## config.mk

```make
export PLATFORM = sky130hd
export DESIGN_NAME = pr_shell_top
export DESIGN_NICKNAME = d
export VERILOG_FILES = /design/src/verilog/pr_pkg.sv /design/src/verilog/axil_pkg.sv /design/src/verilog/pr_shell_top.sv /design/src/verilog/region_regs.sv /design/src/verilog/pr_ctrl.sv /design/src/verilog/axil_txn_tracker.sv /design/src/verilog/axil_decoupler.sv
export SDC_FILE = /design/constraint.sdc
export NUM_CORES = 1
export LEC_CHECK = 0
export BUFFER_PORTS_ARGS = -buffer_cell sky130_fd_sc_hd__buf_2
export CORE_MARGIN = 2
export CORE_UTILIZATION = 52
export CTS_CLUSTER_DIAMETER = 120
export DETAILED_ROUTE_END_ITERATION = 12
export HOLD_SLACK_MARGIN = 0.12
export PLACE_DENSITY = 0.87
export SYNTH_ARGS = -nofsm -noshare
export SYNTH_HDL_FRONTEND = slang
export SYNTH_SLANG_ARGS = --single-unit
```

## constraint.sdc

```tcl
create_clock -name aclk -period 2 [get_ports aclk]
set_input_delay 0.2 -clock aclk [delete_from_list [all_inputs] [get_ports aclk]]
set_output_delay 0.2 -clock aclk [all_outputs]
set_load 0.1 [all_outputs]
```

## src/verilog/pr_pkg.sv

```systemverilog
// -------------------------------------------------------------------
// reconfiguration control encodings
// opcode 2'b11 is unused and is treated like a nop
// -------------------------------------------------------------------
`default_nettype none

package pr_pkg;

	// controller states, one region handled at a time
	typedef enum logic [1:0] {
		ST_IDLE  = 2'd0,
		ST_DRAIN = 2'd1,
		ST_RESET = 2'd2,
		ST_DONE  = 2'd3
	} pr_state_e;

	// host command opcodes
	typedef enum logic [1:0] {
		CMD_NOP      = 2'd0,
		CMD_DECOUPLE = 2'd1,
		CMD_COUPLE   = 2'd2
	} pr_cmd_e;

endpackage

`default_nettype wire

```

## src/verilog/axil_pkg.sv

```systemverilog
// -------------------------------------------------------------------
// AXI4-Lite definitions shared by the shell RTL
// only OKAY and SLVERR are ever returned, no EXOKAY or DECERR
// -------------------------------------------------------------------
`default_nettype none

package axil_pkg;

	// field widths on the bus
	localparam int AXIL_RESP_BITS = 2;
	localparam int AXIL_PROT_BITS = 3;

	// response codes
	typedef enum logic [AXIL_RESP_BITS-1:0] {
		OKAY   = 2'b00,
		SLVERR = 2'b10
	} axil_resp_e;

	// words in each region's register file
	localparam int REG_WORDS = 4;

endpackage

`default_nettype wire
```

## src/verilog/pr_shell_top.sv

```systemverilog
// -------------------------------------------------------------------
// partial-reconfiguration shell, one AXI4-Lite port per region
// decoupler adds no latency, prot is carried but not used
// -------------------------------------------------------------------
`timescale 1ns/1ps
`default_nettype none

module pr_shell_top #(
	parameter int N_REGIONS  = 2,
	parameter int ADDR_BITS  = 12,
	parameter int DATA_BITS  = 32,
	parameter int RST_CYCLES = 8,
	parameter int CNT_BITS   = 4,
	localparam int IDX_BITS  = (N_REGIONS > 1) ? $clog2(N_REGIONS) : 1,
	localparam int RB        = axil_pkg::AXIL_RESP_BITS
) (
	input  wire                  aclk,
	input  wire                  arst_n,
	// reconfiguration commands
	input  wire                  cmd_valid,
	input  wire pr_pkg::pr_cmd_e cmd_op,
	input  wire [IDX_BITS-1:0]   cmd_region,
	output logic                 cmd_ready,
	output logic                 cmd_done,
	output logic [N_REGIONS-1:0] decoupled,
	// host AXI4-Lite, one port per region
	input  wire [N_REGIONS-1:0][ADDR_BITS-1:0]                s_axil_awaddr,
	input  wire [N_REGIONS-1:0][axil_pkg::AXIL_PROT_BITS-1:0] s_axil_awprot,
	input  wire [N_REGIONS-1:0]                               s_axil_awvalid,
	output logic [N_REGIONS-1:0]                              s_axil_awready,
	input  wire [N_REGIONS-1:0][DATA_BITS-1:0]                s_axil_wdata,
	input  wire [N_REGIONS-1:0][DATA_BITS/8-1:0]              s_axil_wstrb,
	input  wire [N_REGIONS-1:0]                               s_axil_wvalid,
	output logic [N_REGIONS-1:0]                              s_axil_wready,
	output logic [N_REGIONS-1:0][RB-1:0]                      s_axil_bresp,
	output logic [N_REGIONS-1:0]                              s_axil_bvalid,
	input  wire [N_REGIONS-1:0]                               s_axil_bready,
	input  wire [N_REGIONS-1:0][ADDR_BITS-1:0]                s_axil_araddr,
	input  wire [N_REGIONS-1:0][axil_pkg::AXIL_PROT_BITS-1:0] s_axil_arprot,
	input  wire [N_REGIONS-1:0]                               s_axil_arvalid,
	output logic [N_REGIONS-1:0]                              s_axil_arready,
	output logic [N_REGIONS-1:0][DATA_BITS-1:0]               s_axil_rdata,
	output logic [N_REGIONS-1:0][RB-1:0]                      s_axil_rresp,
	output logic [N_REGIONS-1:0]                              s_axil_rvalid,
	input  wire [N_REGIONS-1:0]                               s_axil_rready
);

	// region side of the decoupler
	logic [N_REGIONS-1:0][ADDR_BITS-1:0]   m_axil_awaddr;
	logic [N_REGIONS-1:0]                  m_axil_awvalid;
	logic [N_REGIONS-1:0]                  m_axil_awready;
	logic [N_REGIONS-1:0][DATA_BITS-1:0]   m_axil_wdata;
	logic [N_REGIONS-1:0][DATA_BITS/8-1:0] m_axil_wstrb;
	logic [N_REGIONS-1:0]                  m_axil_wvalid;
	logic [N_REGIONS-1:0]                  m_axil_wready;
	logic [N_REGIONS-1:0][RB-1:0]          m_axil_bresp;
	logic [N_REGIONS-1:0]                  m_axil_bvalid;
	logic [N_REGIONS-1:0]                  m_axil_bready;
	logic [N_REGIONS-1:0][ADDR_BITS-1:0]   m_axil_araddr;
	logic [N_REGIONS-1:0]                  m_axil_arvalid;
	logic [N_REGIONS-1:0]                  m_axil_arready;
	logic [N_REGIONS-1:0][DATA_BITS-1:0]   m_axil_rdata;
	logic [N_REGIONS-1:0][RB-1:0]          m_axil_rresp;
	logic [N_REGIONS-1:0]                  m_axil_rvalid;
	logic [N_REGIONS-1:0]                  m_axil_rready;
	// control
	logic [N_REGIONS-1:0]                  region_idle;
	logic [N_REGIONS-1:0]                  region_rst;

	// -------------------------------------------------------------------
	// control path
	// -------------------------------------------------------------------
	pr_ctrl #(.N_REGIONS(N_REGIONS), .RST_CYCLES(RST_CYCLES)) pr_ctrl_inst (
		.aclk(aclk), .arst_n(arst_n),
		.cmd_valid(cmd_valid), .cmd_op(cmd_op), .cmd_region(cmd_region),
		.region_idle(region_idle), .cmd_ready(cmd_ready), .cmd_done(cmd_done),
		.decouple(decoupled), .region_rst(region_rst)
	);

	// watches the host side, so decoupled traffic is never counted
	axil_txn_tracker #(.N_REGIONS(N_REGIONS), .CNT_BITS(CNT_BITS)) axil_txn_tracker_inst (
		.aclk(aclk), .arst_n(arst_n),
		.awvalid(s_axil_awvalid), .awready(s_axil_awready), .wvalid(s_axil_wvalid),
		.bvalid(s_axil_bvalid), .bready(s_axil_bready),
		.arvalid(s_axil_arvalid), .arready(s_axil_arready),
		.rvalid(s_axil_rvalid), .rready(s_axil_rready), .region_idle(region_idle)
	);

	// -------------------------------------------------------------------
	// datapath
	// -------------------------------------------------------------------
	axil_decoupler #(
		.N_REGIONS(N_REGIONS), .ADDR_BITS(ADDR_BITS), .DATA_BITS(DATA_BITS)
	) axil_decoupler_inst (
		.decouple(decoupled),
		.s_axil_awaddr(s_axil_awaddr), .s_axil_awprot(s_axil_awprot),
		.s_axil_awvalid(s_axil_awvalid), .s_axil_awready(s_axil_awready),
		.s_axil_wdata(s_axil_wdata), .s_axil_wstrb(s_axil_wstrb),
		.s_axil_wvalid(s_axil_wvalid), .s_axil_wready(s_axil_wready),
		.s_axil_bresp(s_axil_bresp), .s_axil_bvalid(s_axil_bvalid),
		.s_axil_bready(s_axil_bready),
		.s_axil_araddr(s_axil_araddr), .s_axil_arprot(s_axil_arprot),
		.s_axil_arvalid(s_axil_arvalid), .s_axil_arready(s_axil_arready),
		.s_axil_rdata(s_axil_rdata), .s_axil_rresp(s_axil_rresp),
		.s_axil_rvalid(s_axil_rvalid), .s_axil_rready(s_axil_rready),
		.m_axil_awaddr(m_axil_awaddr), .m_axil_awprot(),
		.m_axil_awvalid(m_axil_awvalid), .m_axil_awready(m_axil_awready),
		.m_axil_wdata(m_axil_wdata), .m_axil_wstrb(m_axil_wstrb),
		.m_axil_wvalid(m_axil_wvalid), .m_axil_wready(m_axil_wready),
		.m_axil_bresp(m_axil_bresp), .m_axil_bvalid(m_axil_bvalid),
		.m_axil_bready(m_axil_bready),
		.m_axil_araddr(m_axil_araddr), .m_axil_arprot(),
		.m_axil_arvalid(m_axil_arvalid), .m_axil_arready(m_axil_arready),
		.m_axil_rdata(m_axil_rdata), .m_axil_rresp(m_axil_rresp),
		.m_axil_rvalid(m_axil_rvalid), .m_axil_rready(m_axil_rready)
	);

	// one user core per region
	for (genvar i = 0; i < N_REGIONS; i++) begin : g_region
		region_regs #(.ADDR_BITS(ADDR_BITS), .DATA_BITS(DATA_BITS)) region_regs_inst (
			.aclk(aclk), .arst_n(arst_n), .region_rst(region_rst[i]),
			.awaddr(m_axil_awaddr[i]), .awvalid(m_axil_awvalid[i]),
			.awready(m_axil_awready[i]),
			.wdata(m_axil_wdata[i]), .wstrb(m_axil_wstrb[i]),
			.wvalid(m_axil_wvalid[i]), .wready(m_axil_wready[i]),
			.bresp(m_axil_bresp[i]), .bvalid(m_axil_bvalid[i]), .bready(m_axil_bready[i]),
			.araddr(m_axil_araddr[i]), .arvalid(m_axil_arvalid[i]),
			.arready(m_axil_arready[i]),
			.rdata(m_axil_rdata[i]), .rresp(m_axil_rresp[i]),
			.rvalid(m_axil_rvalid[i]), .rready(m_axil_rready[i])
		);
	end

endmodule

`default_nettype wire

```

## src/verilog/region_regs.sv

```systemverilog
// -------------------------------------------------------------------
// stand-in user core, REG_WORDS registers behind an AXI4-Lite slave
// aw and w must arrive together, one response outstanding per kind
// word index at or above REG_WORDS gives SLVERR and reads zero
// -------------------------------------------------------------------
`timescale 1ns/1ps
`default_nettype none

module region_regs #(
	parameter int ADDR_BITS = 12,
	parameter int DATA_BITS = 32
) (
	input  wire                    aclk,
	input  wire                    arst_n,
	input  wire                    region_rst,
	input  wire [ADDR_BITS-1:0]    awaddr,
	input  wire                    awvalid,
	output logic                   awready,
	input  wire [DATA_BITS-1:0]    wdata,
	input  wire [DATA_BITS/8-1:0]  wstrb,
	input  wire                    wvalid,
	output logic                   wready,
	output axil_pkg::axil_resp_e   bresp,
	output logic                   bvalid,
	input  wire                    bready,
	input  wire [ADDR_BITS-1:0]    araddr,
	input  wire                    arvalid,
	output logic                   arready,
	output logic [DATA_BITS-1:0]   rdata,
	output axil_pkg::axil_resp_e   rresp,
	output logic                   rvalid,
	input  wire                    rready
);

	localparam int OFFS      = $clog2(DATA_BITS / 8);
	localparam int WORD_BITS = ADDR_BITS - OFFS;
	localparam int IDX_BITS  = $clog2(axil_pkg::REG_WORDS);

	logic [DATA_BITS-1:0] regs [axil_pkg::REG_WORDS];
	logic [WORD_BITS-1:0] aw_word;
	logic [WORD_BITS-1:0] ar_word;
	logic                 aw_ok;
	logic                 ar_ok;
	logic                 wr_hs;
	logic                 rd_hs;

	// byte address to word index
	assign aw_word = awaddr[ADDR_BITS-1:OFFS];
	assign ar_word = araddr[ADDR_BITS-1:OFFS];
	assign aw_ok   = aw_word < axil_pkg::REG_WORDS;
	assign ar_ok   = ar_word < axil_pkg::REG_WORDS;

	// held response blocks the next request of its kind
	assign wr_hs   = awvalid && wvalid && !bvalid;
	assign awready = wr_hs;
	assign wready  = wr_hs;
	assign rd_hs   = arvalid && !rvalid;
	assign arready = !rvalid;

	// -------------------------------------------------------------------
	// registers and response flags
	// -------------------------------------------------------------------
	always_ff @(posedge aclk or negedge arst_n) begin
		if (!arst_n) begin
			bvalid <= 1'b0;
			rvalid <= 1'b0;
			for (int w = 0; w < axil_pkg::REG_WORDS; w++) regs[w] <= '0;
		end else if (region_rst) begin
			// reconfiguration wipes contents and pending responses
			bvalid <= 1'b0;
			rvalid <= 1'b0;
			for (int w = 0; w < axil_pkg::REG_WORDS; w++) regs[w] <= '0;
		end else begin
			if (wr_hs) bvalid <= 1'b1;
			else if (bready) bvalid <= 1'b0;
			if (rd_hs) rvalid <= 1'b1;
			else if (rready) rvalid <= 1'b0;
			// byte strobes
			if (wr_hs && aw_ok) begin
				for (int b = 0; b < DATA_BITS / 8; b++) begin
					if (wstrb[b]) regs[aw_word[IDX_BITS-1:0]][b*8 +: 8] <= wdata[b*8 +: 8];
				end
			end
		end
	end

	// response payloads, only valid alongside their flags
	always_ff @(posedge aclk) begin
		if (wr_hs) bresp <= aw_ok ? axil_pkg::OKAY : axil_pkg::SLVERR;
		if (rd_hs) begin
			rdata <= ar_ok ? regs[ar_word[IDX_BITS-1:0]] : '0;
			rresp <= ar_ok ? axil_pkg::OKAY : axil_pkg::SLVERR;
		end
	end

endmodule

`default_nettype wire

```

## src/verilog/pr_ctrl.sv

```systemverilog
// -------------------------------------------------------------------
// reconfiguration command FSM, one region at a time
// commands while cmd_ready is low are dropped, not queued
// decouple of an already decoupled region with a stalled host
// request never drains
// -------------------------------------------------------------------
`timescale 1ns/1ps
`default_nettype none

module pr_ctrl #(
	parameter int N_REGIONS  = 2,
	parameter int RST_CYCLES = 8,
	localparam int IDX_BITS  = (N_REGIONS > 1) ? $clog2(N_REGIONS) : 1
) (
	input  wire                  aclk,
	input  wire                  arst_n,
	input  wire                  cmd_valid,
	input  wire pr_pkg::pr_cmd_e cmd_op,
	input  wire [IDX_BITS-1:0]   cmd_region,
	input  wire [N_REGIONS-1:0]  region_idle,
	output logic                 cmd_ready,
	output logic                 cmd_done,
	output logic [N_REGIONS-1:0] decouple,
	output logic [N_REGIONS-1:0] region_rst
);

	localparam int CNT_W = $clog2(RST_CYCLES + 1);

	pr_pkg::pr_state_e   state;
	logic [IDX_BITS-1:0] target;
	logic [CNT_W-1:0]    rst_cnt;

	// status straight from the state
	assign cmd_ready = (state == pr_pkg::ST_IDLE);
	assign cmd_done  = (state == pr_pkg::ST_DONE);

	// -------------------------------------------------------------------
	// state machine
	// -------------------------------------------------------------------
	always_ff @(posedge aclk or negedge arst_n) begin
		if (!arst_n) begin
			state      <= pr_pkg::ST_IDLE;
			target     <= '0;
			rst_cnt    <= '0;
			decouple   <= '0;
			region_rst <= '0;
		end else begin
			case (state)
				pr_pkg::ST_IDLE: begin
					// cmd_ready is high here, so valid alone accepts
					if (cmd_valid) begin
						target <= cmd_region;
						case (cmd_op)
							pr_pkg::CMD_DECOUPLE: begin
								state <= pr_pkg::ST_DRAIN;
							end
							pr_pkg::CMD_COUPLE: begin
								// no drain, region just opens up again
								decouple[cmd_region] <= 1'b0;
								state                <= pr_pkg::ST_DONE;
							end
							default: begin
								state <= pr_pkg::ST_DONE;
							end
						endcase
					end
				end

				pr_pkg::ST_DRAIN: begin
					// idle implies no valid this cycle, so nothing is
					// accepted on the edge where decouple turns on
					if (region_idle[target]) begin
						decouple[target]   <= 1'b1;
						region_rst[target] <= 1'b1;
						rst_cnt            <= '0;
						state              <= pr_pkg::ST_RESET;
					end
				end

				pr_pkg::ST_RESET: begin
					// stand-in for the bitstream load
					if (rst_cnt == CNT_W'(RST_CYCLES - 1)) begin
						region_rst[target] <= 1'b0;
						state              <= pr_pkg::ST_DONE;
					end else begin
						rst_cnt <= rst_cnt + 1'b1;
					end
				end

				pr_pkg::ST_DONE: begin
					state <= pr_pkg::ST_IDLE;
				end

				default: begin
					state <= pr_pkg::ST_IDLE;
				end
			endcase
		end
	end

endmodule

`default_nettype wire

```

## src/verilog/axil_txn_tracker.sv

```systemverilog
// -------------------------------------------------------------------
// counts outstanding host-side reads and writes per region
// counters wrap silently, CNT_BITS must cover the deepest pipeline
// idle also needs no request valid waiting on aw, w or ar
// -------------------------------------------------------------------
`timescale 1ns/1ps
`default_nettype none

module axil_txn_tracker #(
	parameter int N_REGIONS = 2,
	parameter int CNT_BITS  = 4
) (
	input  wire                 aclk,
	input  wire                 arst_n,
	input  wire [N_REGIONS-1:0] awvalid,
	input  wire [N_REGIONS-1:0] awready,
	input  wire [N_REGIONS-1:0] wvalid,
	input  wire [N_REGIONS-1:0] bvalid,
	input  wire [N_REGIONS-1:0] bready,
	input  wire [N_REGIONS-1:0] arvalid,
	input  wire [N_REGIONS-1:0] arready,
	input  wire [N_REGIONS-1:0] rvalid,
	input  wire [N_REGIONS-1:0] rready,
	output logic [N_REGIONS-1:0] region_idle
);

	logic [N_REGIONS-1:0][CNT_BITS-1:0] wr_cnt;
	logic [N_REGIONS-1:0][CNT_BITS-1:0] rd_cnt;
	logic [N_REGIONS-1:0]               aw_hs;
	logic [N_REGIONS-1:0]               b_hs;
	logic [N_REGIONS-1:0]               ar_hs;
	logic [N_REGIONS-1:0]               r_hs;

	// up/down step, both at once cancels out
	function automatic logic [CNT_BITS-1:0] step(input logic [CNT_BITS-1:0] cnt,
			input logic up, input logic down);
		case ({up, down})
			2'b10:   return cnt + 1'b1;
			2'b01:   return cnt - 1'b1;
			default: return cnt;
		endcase
	endfunction

	// handshakes as seen by the host
	assign aw_hs = awvalid & awready;
	assign b_hs  = bvalid & bready;
	assign ar_hs = arvalid & arready;
	assign r_hs  = rvalid & rready;

	for (genvar i = 0; i < N_REGIONS; i++) begin : g_region
		always_ff @(posedge aclk or negedge arst_n) begin
			if (!arst_n) begin
				wr_cnt[i] <= '0;
				rd_cnt[i] <= '0;
			end else begin
				wr_cnt[i] <= step(wr_cnt[i], aw_hs[i], b_hs[i]);
				rd_cnt[i] <= step(rd_cnt[i], ar_hs[i], r_hs[i]);
			end
		end

		// safe to decouple: nothing in flight and nothing knocking
		assign region_idle[i] = (wr_cnt[i] == '0) && (rd_cnt[i] == '0) &&
			!awvalid[i] && !wvalid[i] && !arvalid[i];
	end

endmodule

`default_nettype wire

```

## src/verilog/axil_decoupler.sv

```systemverilog
// -------------------------------------------------------------------
// gates valid and ready of all five AXI4-Lite channels per region
// payloads pass through untouched, zero cycles of latency
// -------------------------------------------------------------------
`timescale 1ns/1ps
`default_nettype none

module axil_decoupler #(
	parameter int N_REGIONS = 2,
	parameter int ADDR_BITS = 12,
	parameter int DATA_BITS = 32
) (
	input  wire [N_REGIONS-1:0]                               decouple,

	// host side
	input  wire [N_REGIONS-1:0][ADDR_BITS-1:0]                s_axil_awaddr,
	input  wire [N_REGIONS-1:0][axil_pkg::AXIL_PROT_BITS-1:0] s_axil_awprot,
	input  wire [N_REGIONS-1:0]                               s_axil_awvalid,
	output logic [N_REGIONS-1:0]                              s_axil_awready,
	input  wire [N_REGIONS-1:0][DATA_BITS-1:0]                s_axil_wdata,
	input  wire [N_REGIONS-1:0][DATA_BITS/8-1:0]              s_axil_wstrb,
	input  wire [N_REGIONS-1:0]                               s_axil_wvalid,
	output logic [N_REGIONS-1:0]                              s_axil_wready,
	output logic [N_REGIONS-1:0][axil_pkg::AXIL_RESP_BITS-1:0] s_axil_bresp,
	output logic [N_REGIONS-1:0]                              s_axil_bvalid,
	input  wire [N_REGIONS-1:0]                               s_axil_bready,
	input  wire [N_REGIONS-1:0][ADDR_BITS-1:0]                s_axil_araddr,
	input  wire [N_REGIONS-1:0][axil_pkg::AXIL_PROT_BITS-1:0] s_axil_arprot,
	input  wire [N_REGIONS-1:0]                               s_axil_arvalid,
	output logic [N_REGIONS-1:0]                              s_axil_arready,
	output logic [N_REGIONS-1:0][DATA_BITS-1:0]               s_axil_rdata,
	output logic [N_REGIONS-1:0][axil_pkg::AXIL_RESP_BITS-1:0] s_axil_rresp,
	output logic [N_REGIONS-1:0]                              s_axil_rvalid,
	input  wire [N_REGIONS-1:0]                               s_axil_rready,

	// region side
	output logic [N_REGIONS-1:0][ADDR_BITS-1:0]               m_axil_awaddr,
	output logic [N_REGIONS-1:0][axil_pkg::AXIL_PROT_BITS-1:0] m_axil_awprot,
	output logic [N_REGIONS-1:0]                              m_axil_awvalid,
	input  wire [N_REGIONS-1:0]                               m_axil_awready,
	output logic [N_REGIONS-1:0][DATA_BITS-1:0]               m_axil_wdata,
	output logic [N_REGIONS-1:0][DATA_BITS/8-1:0]             m_axil_wstrb,
	output logic [N_REGIONS-1:0]                              m_axil_wvalid,
	input  wire [N_REGIONS-1:0]                               m_axil_wready,
	input  wire [N_REGIONS-1:0][axil_pkg::AXIL_RESP_BITS-1:0] m_axil_bresp,
	input  wire [N_REGIONS-1:0]                               m_axil_bvalid,
	output logic [N_REGIONS-1:0]                              m_axil_bready,
	output logic [N_REGIONS-1:0][ADDR_BITS-1:0]               m_axil_araddr,
	output logic [N_REGIONS-1:0][axil_pkg::AXIL_PROT_BITS-1:0] m_axil_arprot,
	output logic [N_REGIONS-1:0]                              m_axil_arvalid,
	input  wire [N_REGIONS-1:0]                               m_axil_arready,
	input  wire [N_REGIONS-1:0][DATA_BITS-1:0]                m_axil_rdata,
	input  wire [N_REGIONS-1:0][axil_pkg::AXIL_RESP_BITS-1:0] m_axil_rresp,
	input  wire [N_REGIONS-1:0]                               m_axil_rvalid,
	output logic [N_REGIONS-1:0]                              m_axil_rready
);

	// -------------------------------------------------------------------
	// handshake gating, bit i of decouple masks region i
	// -------------------------------------------------------------------

	// aw and w, host to region
	assign m_axil_awvalid = s_axil_awvalid & ~decouple;
	assign s_axil_awready = m_axil_awready & ~decouple;
	assign m_axil_wvalid  = s_axil_wvalid & ~decouple;
	assign s_axil_wready  = m_axil_wready & ~decouple;

	// b, region to host
	assign s_axil_bvalid = m_axil_bvalid & ~decouple;
	assign m_axil_bready = s_axil_bready & ~decouple;

	// ar and r
	assign m_axil_arvalid = s_axil_arvalid & ~decouple;
	assign s_axil_arready = m_axil_arready & ~decouple;
	assign s_axil_rvalid  = m_axil_rvalid & ~decouple;
	assign m_axil_rready  = s_axil_rready & ~decouple;

	// -------------------------------------------------------------------
	// payloads, never gated
	// -------------------------------------------------------------------
	assign m_axil_awaddr = s_axil_awaddr;
	assign m_axil_awprot = s_axil_awprot;
	assign m_axil_wdata  = s_axil_wdata;
	assign m_axil_wstrb  = s_axil_wstrb;
	assign s_axil_bresp  = m_axil_bresp;
	assign m_axil_araddr = s_axil_araddr;
	assign m_axil_arprot = s_axil_arprot;
	assign s_axil_rdata  = m_axil_rdata;
	assign s_axil_rresp  = m_axil_rresp;

endmodule

`default_nettype wire

```

==> metrics.md, run 1 <==
| Metric | Value |
|---|---|
| Warnings, synthesis | 0 |
| CP arrival | 2500 ps |
| Die Area | 0.03375 mm² |
| First-pass GRT wire length | 72.32 mm |
| Crit path depth | 7 |
| Final clock skew | 31.53 ps |
| Worst slew margin | 0.6234 |
| Post-synthesis compound-gate area fraction | 0.03889 |
| XOR/XNOR Fraction of Synth Area | 0.009386 |
| Top Usage Layer GRT | met2 |
| Routability Congestion | 0.8266 |
| Synth-to-layout area growth | 30.78% |
| GR Util met1 | 0.3410 |
| Sequential fraction of the synthesis area | 0.5492 |
| Die Wd | 183.7 µm |
| Worst setup slack after layout | -90.62 ps |
| Top Ports | 234 |
| Worst-margin pin slew | 563.1 ps |
| Row count | 65 |
| Nets | 1884 |
| Startpoint Class | flip-flop |
| CP Capture Type | flip-flop |
| Min cycle time layout | 2091 ps |
| Tightest Hold Check Type | in2reg |
| Gr usage total | 0.2708 |
| Worst vdd ir | 1329 µV |
| CP max-delay cell | dfrtp_4 |
| Mux cell area share after synthesis | 0.2142 |
| Clk buf depth | 3 |
| Post-DP HPWL | 26.61 mm |
| Vias in the first global route | 13592 |
| Most frequent cells in the layout | 283 x dfrtp_1, 203 x buf_2, 183 x nor2_1 |
| Top_reg_cell synth | dfrtp_1 |
| Reg2reg end | g_region[1].region_regs_inst.regs[117]$_DFFE_PN0P_ |
| Initial DRC count | 1452 |
| Routed Antenna Nets | 0 |
| Most common cell after layout, fill and taps aside | dfrtp_1 |
| Flops & latches, synth | 355 |
| Clock Pin Slew Worst Setup and Hold Paths | 60 ps |
| Starting Density | 0.5295 |
| DRT Pass-1 Iters | 5 |
| Total CTS buffers | 38 |
| Leading area contributor after synthesis | dfrtp_1 |
| Max-slew violation count | 0 |
| WP data required | 2410 ps |
| Via density | 5.969 |
| Cells on worst reg2reg path | 7 |
| Critical path's top delay family | simple AND/OR/NAND/NOR gates |
| Synthesized cell area | 0.01680 mm² |
| Met3 Use GR | 0.05052 |
| Worst Path Max Fanout | 8 |
| Number of synthesized flops with an enable pin | 68 |
| Synth top area cells | dfrtp_1 43%, mux2i_1 13%, edfxtp_1 12% |
| Worst setup path startpoint | pr_ctrl_inst.decouple[1]$_DFFE_PN0P_ |
| TritonCTS clock tree | built |
| Worst Path Buf+Inv | 2 |
| CTS H-tree lvls | 2 |
| GR Util met2 | 0.4545 |
| Critical Path End | g_region[1].region_regs_inst.regs[117]$_DFFE_PN0P_ |
| Post-synthesis simple-gate area fraction | 0.1417 |
| GR Overflow Total | 0 |
| Combinational family with the most area after synthesis | multiplexers |
| DRC viols | 0 |
| Placed cell areas | 0.01936 mm² |
| Layout cells sized above 1 | 0.3135 |
| Max Freq | 0.4783 GHz |
| Max incr delay on CP | 500 ps |
| Final count of negative-setup-slack endpoints | 40 |
| Core Util, Final | 0.6925 |
| Failing checks | negative setup slack |
| Top-area cell type share of the netlist area | 0.4276 |
| Netlist cell types | 58 |
| Core area | 0.03172 mm² |
| Initial antenna violation count | 2 |
| Status | finished, violations left |
| Port Buffers | 209 |
| Avg Inst Size Synth | 12.17 µm² |
| Largest net degree at the start of global routing | 117 |
| WS Path Type | reg2reg |
| Tcrit/Tclk final | 1.045 |
| Max cap viols | 0 |
| Setup repair after global routing missed its margin | yes |
| Clock tree root buffer cell | clkbuf_16 |
| Die height | 183.7 µm |
| Routed WL per cell | 21.70 µm |
| Clock sinks | 355 |
| DR vias | 12846 |
| Synth Area in Adders | 0.01505 |
| R2R Path Start | pr_ctrl_inst.decouple[1]$_DFFE_PN0P_ |
| Pwr/cell area | 1095 mW/mm² |
| Crit-path cells | and4bb_4 > buf_6 > and3_4 > buf_12 > nand3_4 > mux2i_1 > nor2_1 |
| Final Hold Fails | 0 |
| Asr flop ratio synth | 0.8085 |
| Final instance area | 0.02197 mm² |
| Post-Syn Instances | 1380 |
| Total Wirelength | 46.69 mm |
| Worst-Skew Late Latency | 540 ps |
| FF-to-FF setup slack | -90 ps |
| Static leakage | 9.861 nW |
-- flip-flops by register name, summed over array words and instances (netlist names), named ones only --
| register | flops |
|---|---|
| g_region.region_regs_inst.regs | 256 |
| g_region.region_regs_inst.rdata | 64 |
| axil_txn_tracker_inst.rd_cnt | 8 |
| axil_txn_tracker_inst.wr_cnt | 8 |
| pr_ctrl_inst.rst_cnt | 4 |
| g_region.region_regs_inst.bresp | 2 |
| g_region.region_regs_inst.bvalid | 2 |
| g_region.region_regs_inst.rresp | 2 |
| g_region.region_regs_inst.rvalid | 2 |
| pr_ctrl_inst.decouple | 2 |
| pr_ctrl_inst.state | 2 |
| pr_ctrl_inst.target | 1 |
-- where the power goes --
group / switching [mW] / total, mW / internal, mW
Clock: 2.98 / 7.35 / 4.38
Sequential: 0.695 / 8.98 / 8.29
Combinational: 5.49 / 7.71 / 2.22
Total: 9.16 / 24.1 / 14.9
-- kinds of logic after synthesis --
kind of cell | Yosys count
buffers and inverters | 131
multiplexers | 279
AND/OR/NAND/NOR | 469
adder cells (fa/ha/maj) | 19
AO/OA/AOI/OAI | 108
XOR/XNOR | 18
flip-flops | 355
other | 1
-- synthesized netlist by cell type, types with 5 or more instances --
cell type and number:
nand3_2 6, dfrtp_1 287, and2_1 9, nor2_4 12, clkbuf_1 59, ha_1 17
buf_2 10, mux2i_1 211, xor2_1 12, nor2b_1 8, nor3b_1 5, nor2_1 192
inv_1 52, and3_1 66, nor4_1 11, xnor2_1 6, a31oi_1 7, buf_4 6
o21ai_0 60, a21oi_1 9, a32oi_1 8, mux4_2 64, edfxtp_1 68, nand2_1 130
-- how the worst min path moves through the flow --
stage / start / to / slack (ps) / cells past startpoint
detailed placement: arst_n / g_region[1].region_regs_inst.regs[103]$_DFFE_PN0P_ / 140 / 1
finish: s_axil_arvalid[1] / g_region[1].region_regs_inst.rvalid$_DFFE_PN0P_ / 150 / 4
CTS: s_axil_arvalid[1] / g_region[1].region_regs_inst.rvalid$_DFFE_PN0P_ / 120 / 4
floorplan: arst_n / async pin / -100 / 0
global placement: arst_n / g_region[1].region_regs_inst.regs[103]$_DFFE_PN0P_ / 130 / 1
global route: s_axil_awaddr[18] / g_region[1].region_regs_inst.bresp[1]$_DFFE_PN_ / 140 / 4
-- per-layer routing --
layer,routed length [µm],vias to the layer above
li1,-,5560
met2,23620,698
met5,0,-
met1,17660,6420
met4,2025,0
met3,3383,168
-- repair_timing --
action / 4_1_cts / 5_1_grt
pin swaps: 24 / 21
gates resized for setup: 23 / 61
endpoints found under the hold margin: 553 / 0
hold buffers: 81 / 0
gates cloned: 0 / 2
endpoints found under the setup margin: 51 / 171
setup buffers: 11 / 1
-- metrics by stage --
step	std cells	power (mW)	hold WS, ps	setup TNS, ps	worst slack, ps
global placement	1984	16.04	130.2	-75.17	-68.08
finish	2152	24.05	147.4	-1073	-90.62
global route	2149	25.01	136.7	-11630	-179.5
floorplan	1383	14.51	-95.59	-52340	-519.1
detailed placement	1984	16.29	137.2	-692.3	-109.4
CTS	2144	23.87	120.5	-387.7	-74.46
-- final cells by class --
| cell class | instances | area [µm²] |
|---|---|---|
| inverters | 52 | 205.2 |
| repair buffers | 371 | 2923 |
| clock inverters | 19 | 220.2 |
| clock buffers | 49 | 1086 |
| fillers | 1966 | 9752 |
| flip-flops and latches | 355 | 9236 |
| diodes | 5 | 12.51 |
| well taps | 402 | 503.0 |
| multi-input cells | 899 | 7780 |
-- tightest hold or removal path, cell delays in order --
cell and delay (ps):
buf_2 130, nand2_4 80, buf_4 130, a21oi_1 70
(Power assumes the default switching activity.)
==> run 2, diff against run 1 <==
--- a/config.mk
+++ b/config.mk
@@ -10,6 +10,7 @@
 export CORE_UTILIZATION = 52
 export CTS_CLUSTER_DIAMETER = 120
 export DETAILED_ROUTE_END_ITERATION = 12
+export GPL_TIMING_DRIVEN = 0
 export HOLD_SLACK_MARGIN = 0.12
 export PLACE_DENSITY = 0.87
 export SYNTH_ARGS = -nofsm -noshare
==> metrics.md, run 2 (synthesis results as in run 1) <==
| Metric | Value |
|---|---|
| Status | finished, violations left |
| Failing checks | negative setup slack |
| Core Util, Final | 0.6977 (+0.005129) |
| CTS H-tree lvls | 2 (unchanged) |
| Top Ports | 234 (unchanged) |
| Most common cell after layout, fill and taps aside | dfrtp_1 |
| Total CTS buffers | 38 (unchanged) |
| Largest net degree at the start of global routing | 126 (+7.7%) |
| Via density | 6.139 (+2.8%) |
| Worst-margin pin slew | 1303 ps (+739.8 ps) |
| Max-slew violation count | 0 (unchanged) |
| Final Hold Fails | 0 (unchanged) |
| Clk buf depth | 3 (unchanged) |
| R2R Path Start | g_region[0].region_regs_inst.bvalid$_DFFE_PN0P_ |
| Minimum hold slack | 152.6 ps (+5.212 ps) |
| Largest register by flop count | g_region.region_regs_inst.regs |
| Worst slew margin | 0.1234 (-0.5000) |
| Die height | 183.7 µm (unchanged) |
| Area occupied by multi-input gates | 0.007819 mm² (+0.50%) |
| Reg2reg end | g_region[0].region_regs_inst.regs[113]$_DFFE_PN0P_ |
| CP max-delay cell | dfrtp_2 |
| Hold Crit Depth | 3 (-1) |
| Layout cells sized above 1 | 0.3036 (-0.009896) |
| Routability Congestion | 0.8470 (+2.5%) |
| Max Freq | 0.4360 GHz (-8.8%) |
| DRC viols | 0 (unchanged) |
| GR Overflow Total | 0 (unchanged) |
| Fin Setup TNS | -18640 ps (-17570 ps) |
| Initial DRC count | 1374 (-5.4%) |
| Synth-to-layout area growth | 31.75% |
| Post-DP HPWL | 28.83 mm (+8.3%) |
| Vias in the first global route | 13784 (+1.4%) |
| Routed WL per cell | 23.13 µm (+6.6%) |
| Row count | 65 (unchanged) |
| Most frequent cells in the layout | 283 x dfrtp_1, 202 x buf_2, 194 x mux2i_1 |
| Critical path's top delay family | simple AND/OR/NAND/NOR gates |
| Design Power | 24.59 mW (+2.2%) |
| # fillers | 1956 (-0.51%) |
| DR vias | 13493 (+5.0%) |
| Min cycle time layout | 2293 ps (+202.8 ps) |
| Cells on worst reg2reg path | 8 (+1) |
| Max incr delay on CP | 460 ps (-40 ps) |
| Hold Path End | g_region[0].region_regs_inst.rdata[31]$_SDFFCE_PP0P_ |
| DRT Pass-1 Iters | 5 (unchanged) |
| Gr usage total | 0.2837 (+0.01296) |
| WP data required | 2380 ps (-30 ps) |
| Most frequent CP cell | buf_12 |
| Placed Cells incl. Taps | 1990 (+0.30%) |
| Max FFs per register | 256 (unchanged) |
| Worst vdd ir | 1152 µV (-13%) |
| Nets | 1929 (+2.4%) |
| Tcrit/Tclk final | 1.147 (+0.1014) |
| Clock Pin Slew Worst Setup and Hold Paths | 70 ps (about the same) |
| Pwr/cell area | 1111 mW/mm² (+1.5%) |
| Worst setup slack after layout | -293.5 ps (-202.8 ps) |
| Static leakage | 9.926 nW (+0.66%) |
| Final instance area | 0.02213 mm² (+0.74%) |
| Place WS | -749.0 ps (-639.5 ps) |
| Die Area | 0.03375 mm² (unchanged) |
| Worst Path Buf+Inv | 3 (+1) |
| Setup repair after global routing missed its margin | yes |
| WS Path Type | reg2reg |
| Initial antenna violation count | 3 (+1) |
| Fin cells | 2198 (+2.1%) |
| CP arrival | 2670 ps (+170 ps) |
| Startpoint Class | flip-flop |
| Placed cell areas | 0.01884 mm² (-2.6%) |
| Worst Path Max Fanout | 8 (unchanged) |
| Worst-Skew Late Latency | 530 ps (about the same) |
| Port Buffers | 202 (-3.3%) |
| Max cap viols | 0 (unchanged) |
| Clock tree root buffer cell | clkbuf_16 |
| Worst hold start | s_axil_araddr[10] |
| Routed Antenna Nets | 0 (unchanged) |
| First-pass GRT wire length | 74.12 mm (+2.5%) |
| FF-to-FF setup slack | -290 ps (-200 ps) |
| Final count of negative-setup-slack endpoints | 183 (+360%) |
| Core area | 0.03172 mm² (unchanged) |
| Crit-path cells | nor4bb_4 > buf_4 > buf_12 > nand4_4 > nor3_4 > buf_12 > mux2i_1 > nor2_1 |
| Biggest regs | g_region.region_regs_inst.regs (256), g_region.region_regs_inst.rdata (64) |
| Die Wd | 183.7 µm (unchanged) |
| TritonCTS clock tree | built |
| Starting Density | 0.5295 (unchanged) |
| Total Wirelength | 50.83 mm (+8.9%) |
| CP Capture Type | flip-flop |
| Final clock skew | 30.77 ps (-0.7601 ps) |
| Tightest Hold Check Type | in2reg |
| Register Area | 0.009234 mm² (about the same) |
| Clock sinks | 355 (unchanged) |
-- run 2: cell count changes in the layout (fill, tap and decap cells not counted), sizes merged, moves of 2 or more --
cell,change
inv,-2
clkinv,-2
clkinvlp,+2
buf,-10
clkbuf,+60
a31oi,-2
-- run 2: worst max-delay path by stage --
stage | startpoint | cells after the start | slack, ps | end
after floorplan | pr_ctrl_inst.decouple[0]$_DFFE_PN0P_ | 9 | -520 | axil_txn_tracker_inst.rd_cnt[3]$_DFFE_PN0P_
after global placement | arst_n | 1 | -5410 | pr_ctrl_inst.decouple[0]$_DFFE_PN0P_
after detailed placement | flip-flop | 5 | -750 | g_region[1].region_regs_inst.regs[62]$_DFFE_PN0P_
after CTS | pr_ctrl_inst.decouple[0]$_DFFE_PN0P_ | 10 | -210 | axil_txn_tracker_inst.wr_cnt[2]$_DFFE_PN0P_
after global routing | g_region[0].region_regs_inst.bvalid$_DFFE_PN0P_ | 10 | -320 | axil_txn_tracker_inst.wr_cnt[2]$_DFFE_PN0P_
final | g_region[0].region_regs_inst.bvalid$_DFFE_PN0P_ | 8 | -290 | g_region[0].region_regs_inst.regs[113]$_DFFE_PN0P_
-- run 2: cell type report --
cell class | instances | share of cell area
antenna | 4 | 0.0004523
tap | 402 | 0.02273
inverter | 52 | 0.009442
multi-input combinational | 897 | 0.3533
buffer | 78 | 0.01849
sequential | 355 | 0.4173
clock buffer | 53 | 0.04925
timing repair buffer | 340 | 0.1196
clock inverter | 17 | 0.009386
-- run 2: repair_timing --
action	4_1_cts	5_1_grt
gates resized for setup	50	77
buffers inserted	33	16
pin swaps	38	40
hold buffers	82	0
cloned	2	2
setup endpoints to repair	242	255
hold endpoints to repair	340	0
-- run 2: worst register-to-register path, stage by stage, from the launching register on --
cell and delay [ps]:
dfrtp_2 460, nor4bb_4 340, buf_4 200, buf_12 140, nand4_4 190, nor3_4 300, buf_12 190, mux2i_1 250
nor2_1 100
-- run 2: metal layers --
metal,wire length [µm],global-route usage,up-vias
met5,15,0,-
met4,3172,0.1526,2
met3,3785,0.04695,241
met2,25240,0.4817,840
met1,18610,0.3494,6766
li1,-,-,5644
-- run 2: report_power, final --
part | leakage, nW | internal [mW] | switching, mW
clock network | 0.637 | 4.35 | 3.00
registers | 4.60 | 8.29 | 0.655
logic | 4.69 | 2.38 | 5.91
total | 9.93 | 15.0 | 9.57
